===== src/hdl/mips_params.svh =====
`ifndef MIPS_PARAMS_SVH
`define MIPS_PARAMS_SVH

// instruction word and immediate width
`define WORD_WIDTH 32

// register file index width
`define REG_INDEX_WIDTH 5

// return address register, $ra
`define LINK_REGISTER 31

// branch-likely forms decoded unless a build turns them off
`define IMPLEMENT_LIKELY_DEFAULT 1

`endif

===== src/hdl/controlPkg.sv =====
`include "mips_params.svh"

`default_nettype none

package controlPkg;

    typedef enum logic [3:0] {
        aluAdd,
        aluSub,
        aluAnd,
        aluOr,
        aluNor,
        aluXor,
        aluShiftLeft,
        aluShiftRight,
        aluArithmeticShiftRight,
        aluSlt,
        aluSltu
    } aluOp_t;

    typedef enum logic [2:0] {
        cmpEqual,
        cmpNotEqual,
        cmpLessThanZero,
        cmpLessEqualZero,
        cmpGreaterThanZero,
        cmpGreaterEqualZero
    } cmpOp_t;

    typedef enum logic [1:0] {
        grfNone,
        grfAlu,
        grfMem,
        grfPc
    } grfSource_t;

    // access size in bytes
    typedef enum logic [1:0] {
        memWidth1,
        memWidth2,
        memWidth4
    } memWidth_t;

    typedef enum logic {
        jumpImmediate,
        jumpRegister
    } jumpLoc_t;

    typedef enum logic [1:0] {
        excNone,
        excUnknownInstruction,
        excSyscall,
        excBreak
    } exception_t;

    typedef struct packed {
        logic [`REG_INDEX_WIDTH-1:0] regRead1;
        logic [`REG_INDEX_WIDTH-1:0] regRead2;
        logic [`REG_INDEX_WIDTH-1:0] destinationRegister;
        grfSource_t grfWriteSource;
        aluOp_t aluCtrl;
        logic aluSrc;              // 1 selects immediate as operand b
        logic [`WORD_WIDTH-1:0] immediate;
        logic checkOverflow;
        logic branch;
        logic branchLikely;
        cmpOp_t cmpCtrl;
        logic absJump;
        jumpLoc_t absJumpLoc;
        logic memLoad;
        logic memStore;
        memWidth_t memWidthCtrl;
        logic memReadSignExtend;
        logic calculateAddress;
        exception_t exception;
    } controlSignals_t;

    localparam controlSignals_t controlNop = '{
        regRead1: '0,
        regRead2: '0,
        destinationRegister: '0,
        grfWriteSource: grfNone,
        aluCtrl: aluAdd,
        aluSrc: 1'b0,
        immediate: '0,
        checkOverflow: 1'b0,
        branch: 1'b0,
        branchLikely: 1'b0,
        cmpCtrl: cmpEqual,
        absJump: 1'b0,
        absJumpLoc: jumpImmediate,
        memLoad: 1'b0,
        memStore: 1'b0,
        memWidthCtrl: memWidth1,
        memReadSignExtend: 1'b0,
        calculateAddress: 1'b0,
        exception: excNone
    };

endpackage

`default_nettype wire


===== src/hdl/isaPkg.sv =====
`include "mips_params.svh"

`default_nettype none

package isaPkg;

    typedef enum logic [5:0] {
        opSpecial = 6'b000000,
        opRegimm  = 6'b000001,
        opJ       = 6'b000010,
        opJal     = 6'b000011,
        opBeq     = 6'b000100,
        opBne     = 6'b000101,
        opBlez    = 6'b000110,
        opBgtz    = 6'b000111,
        opAddi    = 6'b001000,
        opAddiu   = 6'b001001,
        opSlti    = 6'b001010,
        opSltiu   = 6'b001011,
        opAndi    = 6'b001100,
        opOri     = 6'b001101,
        opXori    = 6'b001110,
        opLui     = 6'b001111,
        opBeql    = 6'b010100,
        opBnel    = 6'b010101,
        opBlezl   = 6'b010110,
        opBgtzl   = 6'b010111,
        opLb      = 6'b100000,
        opLh      = 6'b100001,
        opLw      = 6'b100011,
        opLbu     = 6'b100100,
        opLhu     = 6'b100101,
        opSb      = 6'b101000,
        opSh      = 6'b101001,
        opSw      = 6'b101011
    } opcode_t;

    typedef enum logic [5:0] {
        functSll     = 6'b000000,
        functSrl     = 6'b000010,
        functSra     = 6'b000011,
        functSllv    = 6'b000100,
        functSrlv    = 6'b000110,
        functSrav    = 6'b000111,
        functJr      = 6'b001000,
        functJalr    = 6'b001001,
        functSyscall = 6'b001100,
        functBreak   = 6'b001101,
        functAdd     = 6'b100000,
        functAddu    = 6'b100001,
        functSub     = 6'b100010,
        functSubu    = 6'b100011,
        functAnd     = 6'b100100,
        functOr      = 6'b100101,
        functXor     = 6'b100110,
        functNor     = 6'b100111,
        functSlt     = 6'b101010,
        functSltu    = 6'b101011
    } funct_t;

    // rt field of a REGIMM word
    typedef enum logic [4:0] {
        regimmBltz    = 5'b00000,
        regimmBgez    = 5'b00001,
        regimmBltzl   = 5'b00010,
        regimmBgezl   = 5'b00011,
        regimmBltzal  = 5'b10000,
        regimmBgezal  = 5'b10001,
        regimmBltzall = 5'b10010,
        regimmBgezall = 5'b10011
    } regimm_t;

    typedef struct packed {
        opcode_t opcode;
        logic [`REG_INDEX_WIDTH-1:0] rs;
        logic [`REG_INDEX_WIDTH-1:0] rt;
        logic [`REG_INDEX_WIDTH-1:0] rd;
        logic [4:0] shamt;
        funct_t funct;
    } rType_t;

    typedef struct packed {
        opcode_t opcode;
        logic [`REG_INDEX_WIDTH-1:0] rs;
        logic [`REG_INDEX_WIDTH-1:0] rt;
        logic [15:0] imm16;
    } iType_t;

    typedef struct packed {
        opcode_t opcode;
        logic [25:0] target26;
    } jType_t;

    typedef union packed {
        logic [`WORD_WIDTH-1:0] raw;
        rType_t r;
        iType_t i;
        jType_t j;
    } instrWord_t;

endpackage

`default_nettype wire


===== src/hdl/subDecodeIf.sv =====
`include "mips_params.svh"

`default_nettype none

interface subDecodeIf;
    import isaPkg::*;
    import controlPkg::*;

    instrWord_t instr;
    logic [`WORD_WIDTH-1:0] signImm;
    logic [`WORD_WIDTH-1:0] zeroImm;
    controlSignals_t ctrl;
    logic unknown;                 // no table entry for this word

    modport decoder (
        input instr,
        input signImm,
        input zeroImm,
        output ctrl,
        output unknown
    );

    modport merger (
        output instr,
        output signImm,
        output zeroImm,
        input ctrl,
        input unknown
    );

endinterface

`default_nettype wire


===== src/hdl/decodeUnit.sv =====
`include "mips_params.svh"

`default_nettype none

module decodeUnit #(
    parameter bit implementLikely = `IMPLEMENT_LIKELY_DEFAULT
) (
    input logic clk,
    input logic rstN,
    input logic [`WORD_WIDTH-1:0] instruction,
    input logic bubble,
    output controlPkg::controlSignals_t controls
);

    subDecodeIf specialBus ();
    subDecodeIf regimmBus ();

    primaryDecoder #(
        .implementLikely(implementLikely)
    ) primary (
        .clk(clk),
        .rstN(rstN),
        .instruction(instruction),
        .bubble(bubble),
        .specialBus(specialBus.merger),
        .regimmBus(regimmBus.merger),
        .controls(controls)
    );

    specialDecoder special (
        .bus(specialBus.decoder)
    );

    regimmDecoder regimm (
        .bus(regimmBus.decoder)
    );

endmodule

`default_nettype wire


===== src/hdl/primaryDecoder.sv =====
`include "mips_params.svh"

`default_nettype none

module primaryDecoder #(
    parameter bit implementLikely = `IMPLEMENT_LIKELY_DEFAULT
) (
    input logic clk,
    input logic rstN,
    input logic [`WORD_WIDTH-1:0] instruction,
    input logic bubble,
    subDecodeIf.merger specialBus,
    subDecodeIf.merger regimmBus,
    output controlPkg::controlSignals_t controls
);
    import isaPkg::*;
    import controlPkg::*;

    instrWord_t word;
    logic [`WORD_WIDTH-1:0] signImm;
    logic [`WORD_WIDTH-1:0] zeroImm;
    controlSignals_t decoded;

    assign word = instruction;
    assign signImm = {{(`WORD_WIDTH-16){word.i.imm16[15]}}, word.i.imm16};
    assign zeroImm = {{(`WORD_WIDTH-16){1'b0}}, word.i.imm16};

    assign specialBus.instr = word;
    assign specialBus.signImm = signImm;
    assign specialBus.zeroImm = zeroImm;
    assign regimmBus.instr = word;
    assign regimmBus.signImm = signImm;
    assign regimmBus.zeroImm = zeroImm;

    always_comb
    begin
        decoded = controlNop;
        case (word.i.opcode)
            opSpecial:
            begin
                decoded = specialBus.ctrl;
                if (specialBus.unknown)
                    decoded.exception = excUnknownInstruction;
            end
            opRegimm:
            begin
                decoded = regimmBus.ctrl;
                if (regimmBus.unknown)
                    decoded.exception = excUnknownInstruction;
            end
            opAddi, opAddiu, opSlti, opSltiu, opAndi, opOri, opXori, opLui:
            begin
                decoded.regRead1 = word.i.rs;
                decoded.grfWriteSource = grfAlu;
                decoded.destinationRegister = word.i.rt;
                decoded.aluSrc = 1'b1;
                decoded.immediate = signImm;
                decoded.checkOverflow = (word.i.opcode == opAddi);
                case (word.i.opcode)
                    opSlti: decoded.aluCtrl = aluSlt;
                    opSltiu: decoded.aluCtrl = aluSltu;
                    opAndi: decoded.aluCtrl = aluAnd;
                    opOri: decoded.aluCtrl = aluOr;
                    opXori: decoded.aluCtrl = aluXor;
                    default: decoded.aluCtrl = aluAdd; // addi, addiu, lui
                endcase
                if (word.i.opcode == opAndi || word.i.opcode == opOri ||
                    word.i.opcode == opXori)
                    decoded.immediate = zeroImm;
                else if (word.i.opcode == opLui)
                    decoded.immediate = zeroImm << 16;
            end
            opLw, opLh, opLb, opLhu, opLbu:
            begin
                decoded.regRead1 = word.i.rs;
                decoded.memLoad = 1'b1;
                decoded.grfWriteSource = grfMem;
                decoded.destinationRegister = word.i.rt;
                decoded.immediate = signImm;
                decoded.calculateAddress = 1'b1;
                decoded.memReadSignExtend = (word.i.opcode == opLh) ||
                                            (word.i.opcode == opLb);
                case (word.i.opcode)
                    opLw: decoded.memWidthCtrl = memWidth4;
                    opLh, opLhu: decoded.memWidthCtrl = memWidth2;
                    default: decoded.memWidthCtrl = memWidth1;
                endcase
            end
            opSw, opSh, opSb:
            begin
                decoded.regRead1 = word.i.rs;
                decoded.regRead2 = word.i.rt; // store data
                decoded.memStore = 1'b1;
                decoded.immediate = signImm;
                decoded.calculateAddress = 1'b1;
                case (word.i.opcode)
                    opSw: decoded.memWidthCtrl = memWidth4;
                    opSh: decoded.memWidthCtrl = memWidth2;
                    default: decoded.memWidthCtrl = memWidth1;
                endcase
            end
            opBeq, opBne, opBlez, opBgtz, opBeql, opBnel, opBlezl, opBgtzl:
            begin
                decoded.regRead1 = word.i.rs;
                decoded.branch = 1'b1;
                decoded.immediate = signImm;
                decoded.branchLikely = word.i.opcode[4]; // likely forms at 0x14..0x17
                case (word.i.opcode)
                    opBeq, opBeql:
                    begin
                        decoded.regRead2 = word.i.rt;
                        decoded.cmpCtrl = cmpEqual;
                    end
                    opBne, opBnel:
                    begin
                        decoded.regRead2 = word.i.rt;
                        decoded.cmpCtrl = cmpNotEqual;
                    end
                    opBlez, opBlezl: decoded.cmpCtrl = cmpLessEqualZero;
                    default: decoded.cmpCtrl = cmpGreaterThanZero;
                endcase
            end
            opJ, opJal:
            begin
                decoded.absJump = 1'b1;
                decoded.absJumpLoc = jumpImmediate;
                decoded.immediate = {{(`WORD_WIDTH-26){1'b0}}, word.j.target26};
                if (word.j.opcode == opJal)
                begin
                    decoded.grfWriteSource = grfPc;
                    decoded.destinationRegister = `REG_INDEX_WIDTH'(`LINK_REGISTER);
                end
            end
            default:
            begin
                decoded.exception = excUnknownInstruction; // cop0, ll/sc, lwl..swr
            end
        endcase

        // likely branches are illegal when not supported
        if (!implementLikely && decoded.branchLikely)
            decoded.exception = excUnknownInstruction;
    end

    always_ff @(posedge clk)
    begin
        if (!rstN || bubble)
            controls <= controlNop;
        else
            controls <= decoded;
    end

endmodule

`default_nettype wire


===== src/hdl/regimmDecoder.sv =====
`include "mips_params.svh"

`default_nettype none

module regimmDecoder (
    subDecodeIf.decoder bus
);
    import isaPkg::*;
    import controlPkg::*;

    regimm_t code;

    assign code = regimm_t'(bus.instr.i.rt);

    always_comb
    begin
        bus.ctrl = controlNop;
        bus.unknown = 1'b0;
        bus.ctrl.regRead1 = bus.instr.i.rs;
        bus.ctrl.branch = 1'b1;
        bus.ctrl.immediate = bus.signImm;
        case (code)
            regimmBltz, regimmBltzl, regimmBltzal, regimmBltzall:
            begin
                bus.ctrl.cmpCtrl = cmpLessThanZero;
            end
            regimmBgez, regimmBgezl, regimmBgezal, regimmBgezall:
            begin
                bus.ctrl.cmpCtrl = cmpGreaterEqualZero;
            end
            default:
            begin
                bus.ctrl = controlNop; // traps land here too
                bus.unknown = 1'b1;
            end
        endcase

        case (code)
            regimmBltzl, regimmBgezl, regimmBltzall, regimmBgezall:
            begin
                bus.ctrl.branchLikely = 1'b1;
            end
            default:
            begin
                bus.ctrl.branchLikely = 1'b0;
            end
        endcase

        // link forms save the return address
        if (code == regimmBltzal || code == regimmBgezal ||
            code == regimmBltzall || code == regimmBgezall)
        begin
            bus.ctrl.grfWriteSource = grfPc;
            bus.ctrl.destinationRegister = `REG_INDEX_WIDTH'(`LINK_REGISTER);
        end
    end

endmodule

`default_nettype wire


===== src/hdl/specialDecoder.sv =====
`default_nettype none

module specialDecoder (
    subDecodeIf.decoder bus
);
    import isaPkg::*;
    import controlPkg::*;

    // same ALU operation for the register, shamt and variable forms
    function automatic aluOp_t aluOpOf(input funct_t funct);
        case (funct)
            functAdd, functAddu: return aluAdd;
            functSub, functSubu: return aluSub;
            functAnd: return aluAnd;
            functOr: return aluOr;
            functNor: return aluNor;
            functXor: return aluXor;
            functSlt: return aluSlt;
            functSltu: return aluSltu;
            functSll, functSllv: return aluShiftLeft;
            functSrl, functSrlv: return aluShiftRight;
            functSra, functSrav: return aluArithmeticShiftRight;
            default: return aluAdd;
        endcase
    endfunction

    always_comb
    begin
        bus.ctrl = controlNop;
        bus.unknown = 1'b0;
        case (bus.instr.r.funct)
            functAdd, functAddu, functSub, functSubu, functAnd, functOr,
            functNor, functXor, functSlt, functSltu:
            begin
                bus.ctrl.regRead1 = bus.instr.r.rs;
                bus.ctrl.regRead2 = bus.instr.r.rt;
                bus.ctrl.grfWriteSource = grfAlu;
                bus.ctrl.destinationRegister = bus.instr.r.rd;
                bus.ctrl.aluCtrl = aluOpOf(bus.instr.r.funct);
                bus.ctrl.checkOverflow = (bus.instr.r.funct == functAdd) ||
                                         (bus.instr.r.funct == functSub);
            end
            functSll, functSrl, functSra:
            begin
                bus.ctrl.regRead1 = bus.instr.r.rt;
                bus.ctrl.grfWriteSource = grfAlu;
                bus.ctrl.destinationRegister = bus.instr.r.rd;
                bus.ctrl.aluCtrl = aluOpOf(bus.instr.r.funct);
                bus.ctrl.aluSrc = 1'b1;
                bus.ctrl.immediate[4:0] = bus.zeroImm[10:6]; // shamt, upper bits stay 0
            end
            functSllv, functSrlv, functSrav:
            begin
                bus.ctrl.regRead1 = bus.instr.r.rt;
                bus.ctrl.regRead2 = bus.instr.r.rs; // shift amount
                bus.ctrl.grfWriteSource = grfAlu;
                bus.ctrl.destinationRegister = bus.instr.r.rd;
                bus.ctrl.aluCtrl = aluOpOf(bus.instr.r.funct);
            end
            functJr, functJalr:
            begin
                bus.ctrl.regRead1 = bus.instr.r.rs;
                bus.ctrl.absJump = 1'b1;
                bus.ctrl.absJumpLoc = jumpRegister;
                if (bus.instr.r.funct == functJalr)
                begin
                    bus.ctrl.grfWriteSource = grfPc;
                    bus.ctrl.destinationRegister = bus.instr.r.rd;
                end
            end
            functSyscall:
            begin
                bus.ctrl.exception = excSyscall;
            end
            functBreak:
            begin
                bus.ctrl.exception = excBreak;
            end
            default:
            begin
                bus.unknown = 1'b1; // mult/div, traps and unused codes
            end
        endcase
    end

endmodule

`default_nettype wire


===== config.mk =====
export PLATFORM = sky130hd
export DESIGN_NAME = decodeUnit
export DESIGN_NICKNAME = d
export VERILOG_FILES = /design/src/hdl/controlPkg.sv /design/src/hdl/isaPkg.sv /design/src/hdl/subDecodeIf.sv /design/src/hdl/decodeUnit.sv /design/src/hdl/primaryDecoder.sv /design/src/hdl/regimmDecoder.sv /design/src/hdl/specialDecoder.sv
export VERILOG_INCLUDE_DIRS = /design/src /design/src/hdl
export SDC_FILE = /design/constraint.sdc
export NUM_CORES = 1
export LEC_CHECK = 0
export BUFFER_PORTS_ARGS = -buffer_cell sky130_fd_sc_hd__buf_2
export CAP_MARGIN = 0
export CORE_MARGIN = 2
export CORE_UTILIZATION = 35
export DETAILED_ROUTE_END_ITERATION = 16
export GPL_TIMING_DRIVEN = 0
export PLACE_DENSITY_LB_ADDON = 0.05
export RECOVER_POWER = 100
export SLEW_MARGIN = 20
export SYNTH_ARGS = -nofsm -noshare
export SYNTH_HDL_FRONTEND = slang
export SYNTH_SLANG_ARGS = --single-unit

===== constraint.sdc =====
create_clock -name clk -period 3.4 [get_ports clk]
set_input_delay 0 -clock clk [delete_from_list [all_inputs] [get_ports clk]]
set_output_delay 0 -clock clk [all_outputs]
set_load 0.005 [all_outputs]

==> Word-level counts from Yosys, hierarchy flattened <==
Memory sizes are Yosys's and may differ from the RTL's.
Index checks and enable logic that the tools add are counted.
{ "totals": {"reg_bits": 70, "latchBits": 0, "mem_bits_rw": 0, "romBits": 768, "input_bits": 35, "output_inout_bits": 70, "n_memories": 3} }
{ "op_classes": {"addsub": 0, "n_mul": 0, "n_div": 0, "magnitude_cmp": 0, "n_eq_ne": 53, "shift": 0, "n_mux": 37, "bitwise_logic": 1, "reduce_logical": 39} }
{ "memory_table": {"columns": ["name", "depth", "width", "rd", "rd_ports_with_merged_regs", "write_ports", "line_no", "source"], "rows": [
  ["(name not given)", 64, 4, 1, 0, 0, "specialDecoder.sv:11", "case (funct)"],
  ["(name not given)", 64, 4, 1, 0, 0, "specialDecoder.sv:11", null],
  ["(name not given)", 64, 4, 1, 0, 0, "specialDecoder.sv:11", null]
]} }
{ "ops": {"columns": ["operator", "n"], "rows": [
  ["$pmux 32 s5", 1],
  ["$eq 6x6->1 const B", 18],
  ["$eq 6x4->1 const B", 12],
  ["$mux 57", 1],
  ["$eq 6x3->1 const B", 7],
  ["$pmux 7 s5", 1],
  ["$mux 32", 1],
  ["$reduce_or 16->1", 2],
  ["$reduce_or 8->1", 4],
  ["$mux 31", 1],
  ["$pmux 5 s2", 3],
  ["$pmux 5 s3", 2],
  ["$reduce_or 26->1", 1],
  ["$eq 6x2->1 const B", 4],
  ["$eq 6x5->1 const B", 4],
  ["$reduce_or 24->1", 1],
  ["$mux 7", 3],
  ["$eq 5x5->1 const B", 4],
  ["$pmux 2 s2", 5],
  ["$pmux 4 s5", 1],
  ["$pmux 5 s4", 1],
  ["$reduce_or 20->1", 1],
  ["$reduce_or 4->1", 4],
  ["$pmux 7 s2", 1],
  ["22 further kinds", 47]
]} }

==> Logic depth before layout (Yosys ltp) <==
{ "logic_depth": {"ltp_word": 6, "ltp_mapped": 8} }

==> Cells and area by module <==
A second synthesis with hierarchy kept.
{ "hier_totals": {"hier_cells": 809, "hier_area_um2": 6729.0} }
{ "modules_own_cells": {"columns": ["module", "instances", "cells_per_inst", "area_per_inst_um2", "seq_area_each_um2"], "rows": [
  ["primaryDecoder", 1, 608, 5009.8, 1401.3],
  ["specialDecoder", 1, 119, 885.8, 0.0],
  ["regimmDecoder", 1, 82, 833.3, 0.0]
]} }

==> Worst setup path before layout <==
OpenSTA, ideal clock, no wires.
{ "synth_path": {"path_kind": "in2reg", "startpoint": "in instruction[0]", "endpoint": "reg primary.controls[55] (netlist name)", "t_arrival_ps": 1387, "required_time_ps": 3271, "path_slack_ps": 1884, "cell_stages": 6, "n_path_buf": 0, "cell_sequence": "ha_1 nor4_1 a2111oi_1 o31a_4 o31ai_2 o2bb2ai_1"} }
{ "synth_between": {"elab_chain_cells": 4, "elab_cells_between_ends": 23, "cone_classes": "eq/ne (17); mux (3); reduce/logical (3)"} }
{ "synth_rtl": {"columns": ["item", "line_no", "source"], "rows": [
  ["from (decl)", "decodeUnit.sv:10", "input logic [`WORD_WIDTH-1:0] instruction,"],
  ["$eq 6x6->1, or another cell as far along", "specialDecoder.sv:31", "case (bus.instr.r.funct)"],
  ["$reduce_or 16->1 (no line), or another cell as far along", null, null],
  ["$pmux 7 s2 (*)", "specialDecoder.sv:31", null],
  ["$pmux 7 s5 (*)", "primaryDecoder.sv:38", "case (word.i.opcode)"]
]} }
Mark *: on every way between the ends. The rest lies on a longest branch, timed or not.
A chain may end at the register's enable or synchronous reset.

==> Final worst setup path <==
{ "layout_path": {"startpoint": "in instruction[0]", "endpoint": "reg primary.controls[67] (netlist name)"} }
{ "layout_between": {"elab_chain_cells": 4, "elab_cells_between_ends": 22, "cone_classes": "eq/ne (17); mux (2); reduce/logical (3)"} }
{ "layout_rtl": {"columns": ["item", "line_no"], "rows": [
  ["$eq 6x6->1, or another cell as far along", "specialDecoder.sv:31"],
  ["$reduce_or 12->1 (no line) or $reduce_or 6->1 (tied branches)", null],
  ["$pmux 5 s2 (*)", "specialDecoder.sv:31"],
  ["$pmux 5 s3 (*)", "primaryDecoder.sv:38"]
]} }
Marked as above.

==> results by group <==
Place
  – Placed cells: 554
  – # port buffers: 102
  – Final GP Congestion: 0.927
  – DP HPWL: 7290 µm

Worst setup path
  – Crit-path most repeated cell: dlygate4sd3_1
  – Crit Path Category: in2reg
  – WP data arrival: 2.95 ns
  – Critical Path RT: 3.69 ns
  – Critical Path Slowest Stage Cell: a2111oi_0
  – CP max FO: 7
  – Crit end category: flip-flop
  – Startpoint Class: input port
  – CP cell instances: dlygate4sd3_1, clkbuf_1, inv_1, ha_1, nor2_1, a2111oi_0, nor2b_1, a22o_1, dlygate4sd3_1
  – Worst stage delay on the critical path: 0.54 ns

Logic synthesis
  – Nets in the synthesized netlist: 383
  – #FFs+latches synth: 70
  – Warnings, synthesis: 0
  – Average size of a mapped cell: 8.85 µm²
  – Mapped Area: 3040 µm²
  – Synth top area cells: dfxtp_1, a21oi_1, o21ai_0
  – Post-synth top flop: dfxtp_1
  – Post-synth EDFFs: 0
  – Largest area contributor in the netlist: dfxtp_1
  – Sequential share of the synthesized area: 46.1%
  – Post-synthesis cell count: 344
  – Ys async rst share: 0%
  – Synth cell types: 57
  – Top-area cell type share of the netlist area: 46.1%

Timing
  – Relative slew slack: 36.7%
  – Final period utilization: 78.1%
  – Slew Viols, Final: 0
  – Fin Setup TNS: 0 ns
  – Min Tclk post-route: 2.66 ns
  – Final hold violation count: 0
  – Finish-stage setup viols: 0
  – Max Fclk: 376 MHz
  – Worst-Margin Slew: 0.926 ns
  – Unrepaired setup endpoints after global routing: false

Clocking
  – Root Driver: clkbuf_8
  – CTS Hold Bufs: 26
  – Total setup buffers inserted after CTS: 0
  – CTS resizes: 0
  – Number of buffers created by CTS: 9
  – CTS tree: yes
  – Sink Count: 70
  – H-Tree Depth: 3
  – Reg clk slew, reported paths: 0.08 ns
  – Clk buf depth: 2

Floorplan
  – Standard-cell row count: 34
  – Ports: 105
  – Die area: 9460 µm²
  – Chip Width: 97.2 µm
  – Starting Density: 35.4%
  – Die H: 97.2 µm
  – Core region area: 8590 µm²

Routing
  – Post-route DRC violation count: 0
  – Wirelength per Cell: 16.8 µm
  – DRT Pass-1 Iters: 4
  – Routed vias: 3,120
  – DRT iter0 DRCs: 166
  – Vias per std cell: 5.23
  – Antenna Violating Nets Remaining: 0
  – Total length of routed wires: 10000 µm

Min path
  – Hold crit path type: in2reg
  – Hold endpoint: primary.controls[17]$_SDFF_PP0_
  – Hold Path Stages: 2
  – HP Start: instruction[1]

Power and ir drop
  – Pwr Density: 405 nW/µm²
  – VDD IR max: 0.000146 V
  – P_leak: 1.66 nW

Layout
  – Layout Cells excl Fill: 596
  – Biggest register: primary.controls
  – Antenna diodes: 0
  – Proportion of layout cells with a drive suffix above 1: 21.7%
  – Nets@finish: 522
  – Max reg flops: 70
  – Top Registers: primary.controls: 70 flops
  – Area Growth Syn to Fin: 33.3%
  – Fillers: 899

Global route
  – Remaining Overflow, GRT: 0
  – Initial antenna violation count: 0
  – First-pass GRT wire length: 15,900 µm
  – Largest net degree at the start of global routing: 14
  – Total GRT Usage: 21.3%
  – Vias in the first global route: 3,034

Flow run
  – MaxCap Viol Count: 0

Status
  – Run status: finished clean
[cells in the final DEF (no fill, tap or decap), types with 2 or more instances in the layout]
cell type      instances
o31ai_1                4
o32ai_1                2
a21oi_1               28
a22oi_1                5
a2111oi_0              3
buf_1                  2
nand3_1                5
clkinvlp_4             4
a22o_1                10
and2_0                 5
dlygate4sd3_1         26
buf_2                 83
nor4_1                 8
or2_2                  2
and2_1                 7
clkbuf_8               9
nand2_1               28
a31oi_1               12
nor2_1                28
o21ai_0               26
o2bb2ai_1              6
nand2b_1               5
ha_1                   4
inv_1                  9
mux2i_1                4
clkbuf_1              39
dfxtp_1               70
nor2b_1                8
nand4_1                3
a211oi_1               3
or4_1                  2
nor3_1                 9
a21o_1                 3
[synthesized netlist by cell type (9+ instances only)]
master / number
buf_2: 10
a31oi_1: 12
a22o_1: 10
nor3_1: 9
and2_1: 12
dfxtp_1: 70
inv_1: 9
nand2_1: 28
nor2_1: 27
o21ai_0: 26
clkbuf_1: 9
a21oi_1: 27
[through the flow]
stage | area [µm²] | power, mW | utilization, % | hold WS, ns | setup slack, ns
CTS | 4120 | 1.66 | 48.0 | 0.0283 | 0.826
global placement | 3690 | 1.04 | 42.9 | 0.249 | 1.39
finish | 4060 | 1.64 | 47.2 | 0.0198 | 0.743
floorplan | 3040 | 0.956 | - | 0.117 | 1.88
detailed placement | 3690 | 1.04 | 42.9 | 0.243 | 1.36
global route | 4060 | 1.71 | 47.2 | 0.0480 | 0.596
[where the power goes]
part | internal [mW] | switching [mW]
Sequential | 0.830 | 0.00263
Clock | 0.268 | 0.337
Combinational | 0.0795 | 0.123
[area by class of cell]
class / count / area, µm² / share of cell area [%]
well taps: 108 / 135 / 3.33
clock inverters: 6 / 47.5 / 1.17
repair buffers: 128 / 738 / 18.2
flip-flops and latches: 70 / 1400 / 34.6
multi-input cells: 244 / 1480 / 36.6
inverters: 9 / 33.8 / 0.833
clock buffers: 10 / 128 / 3.15
plain buffers: 21 / 87.6 / 2.16
[critical path, delay by kind of cell]
family	cells	cell delay [ns]
AOI/OAI and AO/OA	2	0.73
adders and majority gates	1	0.29
buffers and inverters	4	1.34
and+or+nand+nor	2	0.58
[how the worst max path moves through the flow]
stage | startpoint | depth (start not counted) | slack, ns | endpoint
floorplan | instruction[0] | 6 | 1.88 | primary.controls[55]$_SDFF_PP0_
global placement | instruction[1] | 8 | 1.39 | primary.controls[56]$_SDFF_PP0_
global route | instruction[0] | 9 | 0.60 | primary.controls[66]$_SDFF_PP0_
CTS | instruction[0] | 9 | 0.83 | primary.controls[66]$_SDFF_PP0_
detailed placement | instruction[1] | 7 | 1.36 | primary.controls[51]$_SDFF_PP0_
finish | instruction[0] | 9 | 0.74 | primary.controls[67]$_SDFF_PP0_
[cells by family after synthesis]
kind of cell | Yosys count | synth area share, %
mux | 4 | 1.32
buf+inv | 30 | 4.11
simple gates | 121 | 20.9
xor+xnor | 1 | 0.288
fa+ha+maj | 4 | 1.64
flops | 70 | 46.1
compound gates | 114 | 25.7
[routing by layer]
metal  track usage [%]  share of wire, %
met5                 0                 0
met4              7.80               2.2
met1              28.3                45
met3              5.11               6.7
met2              33.7                47
No activity file was read; power rests on OpenSTA's default activity.
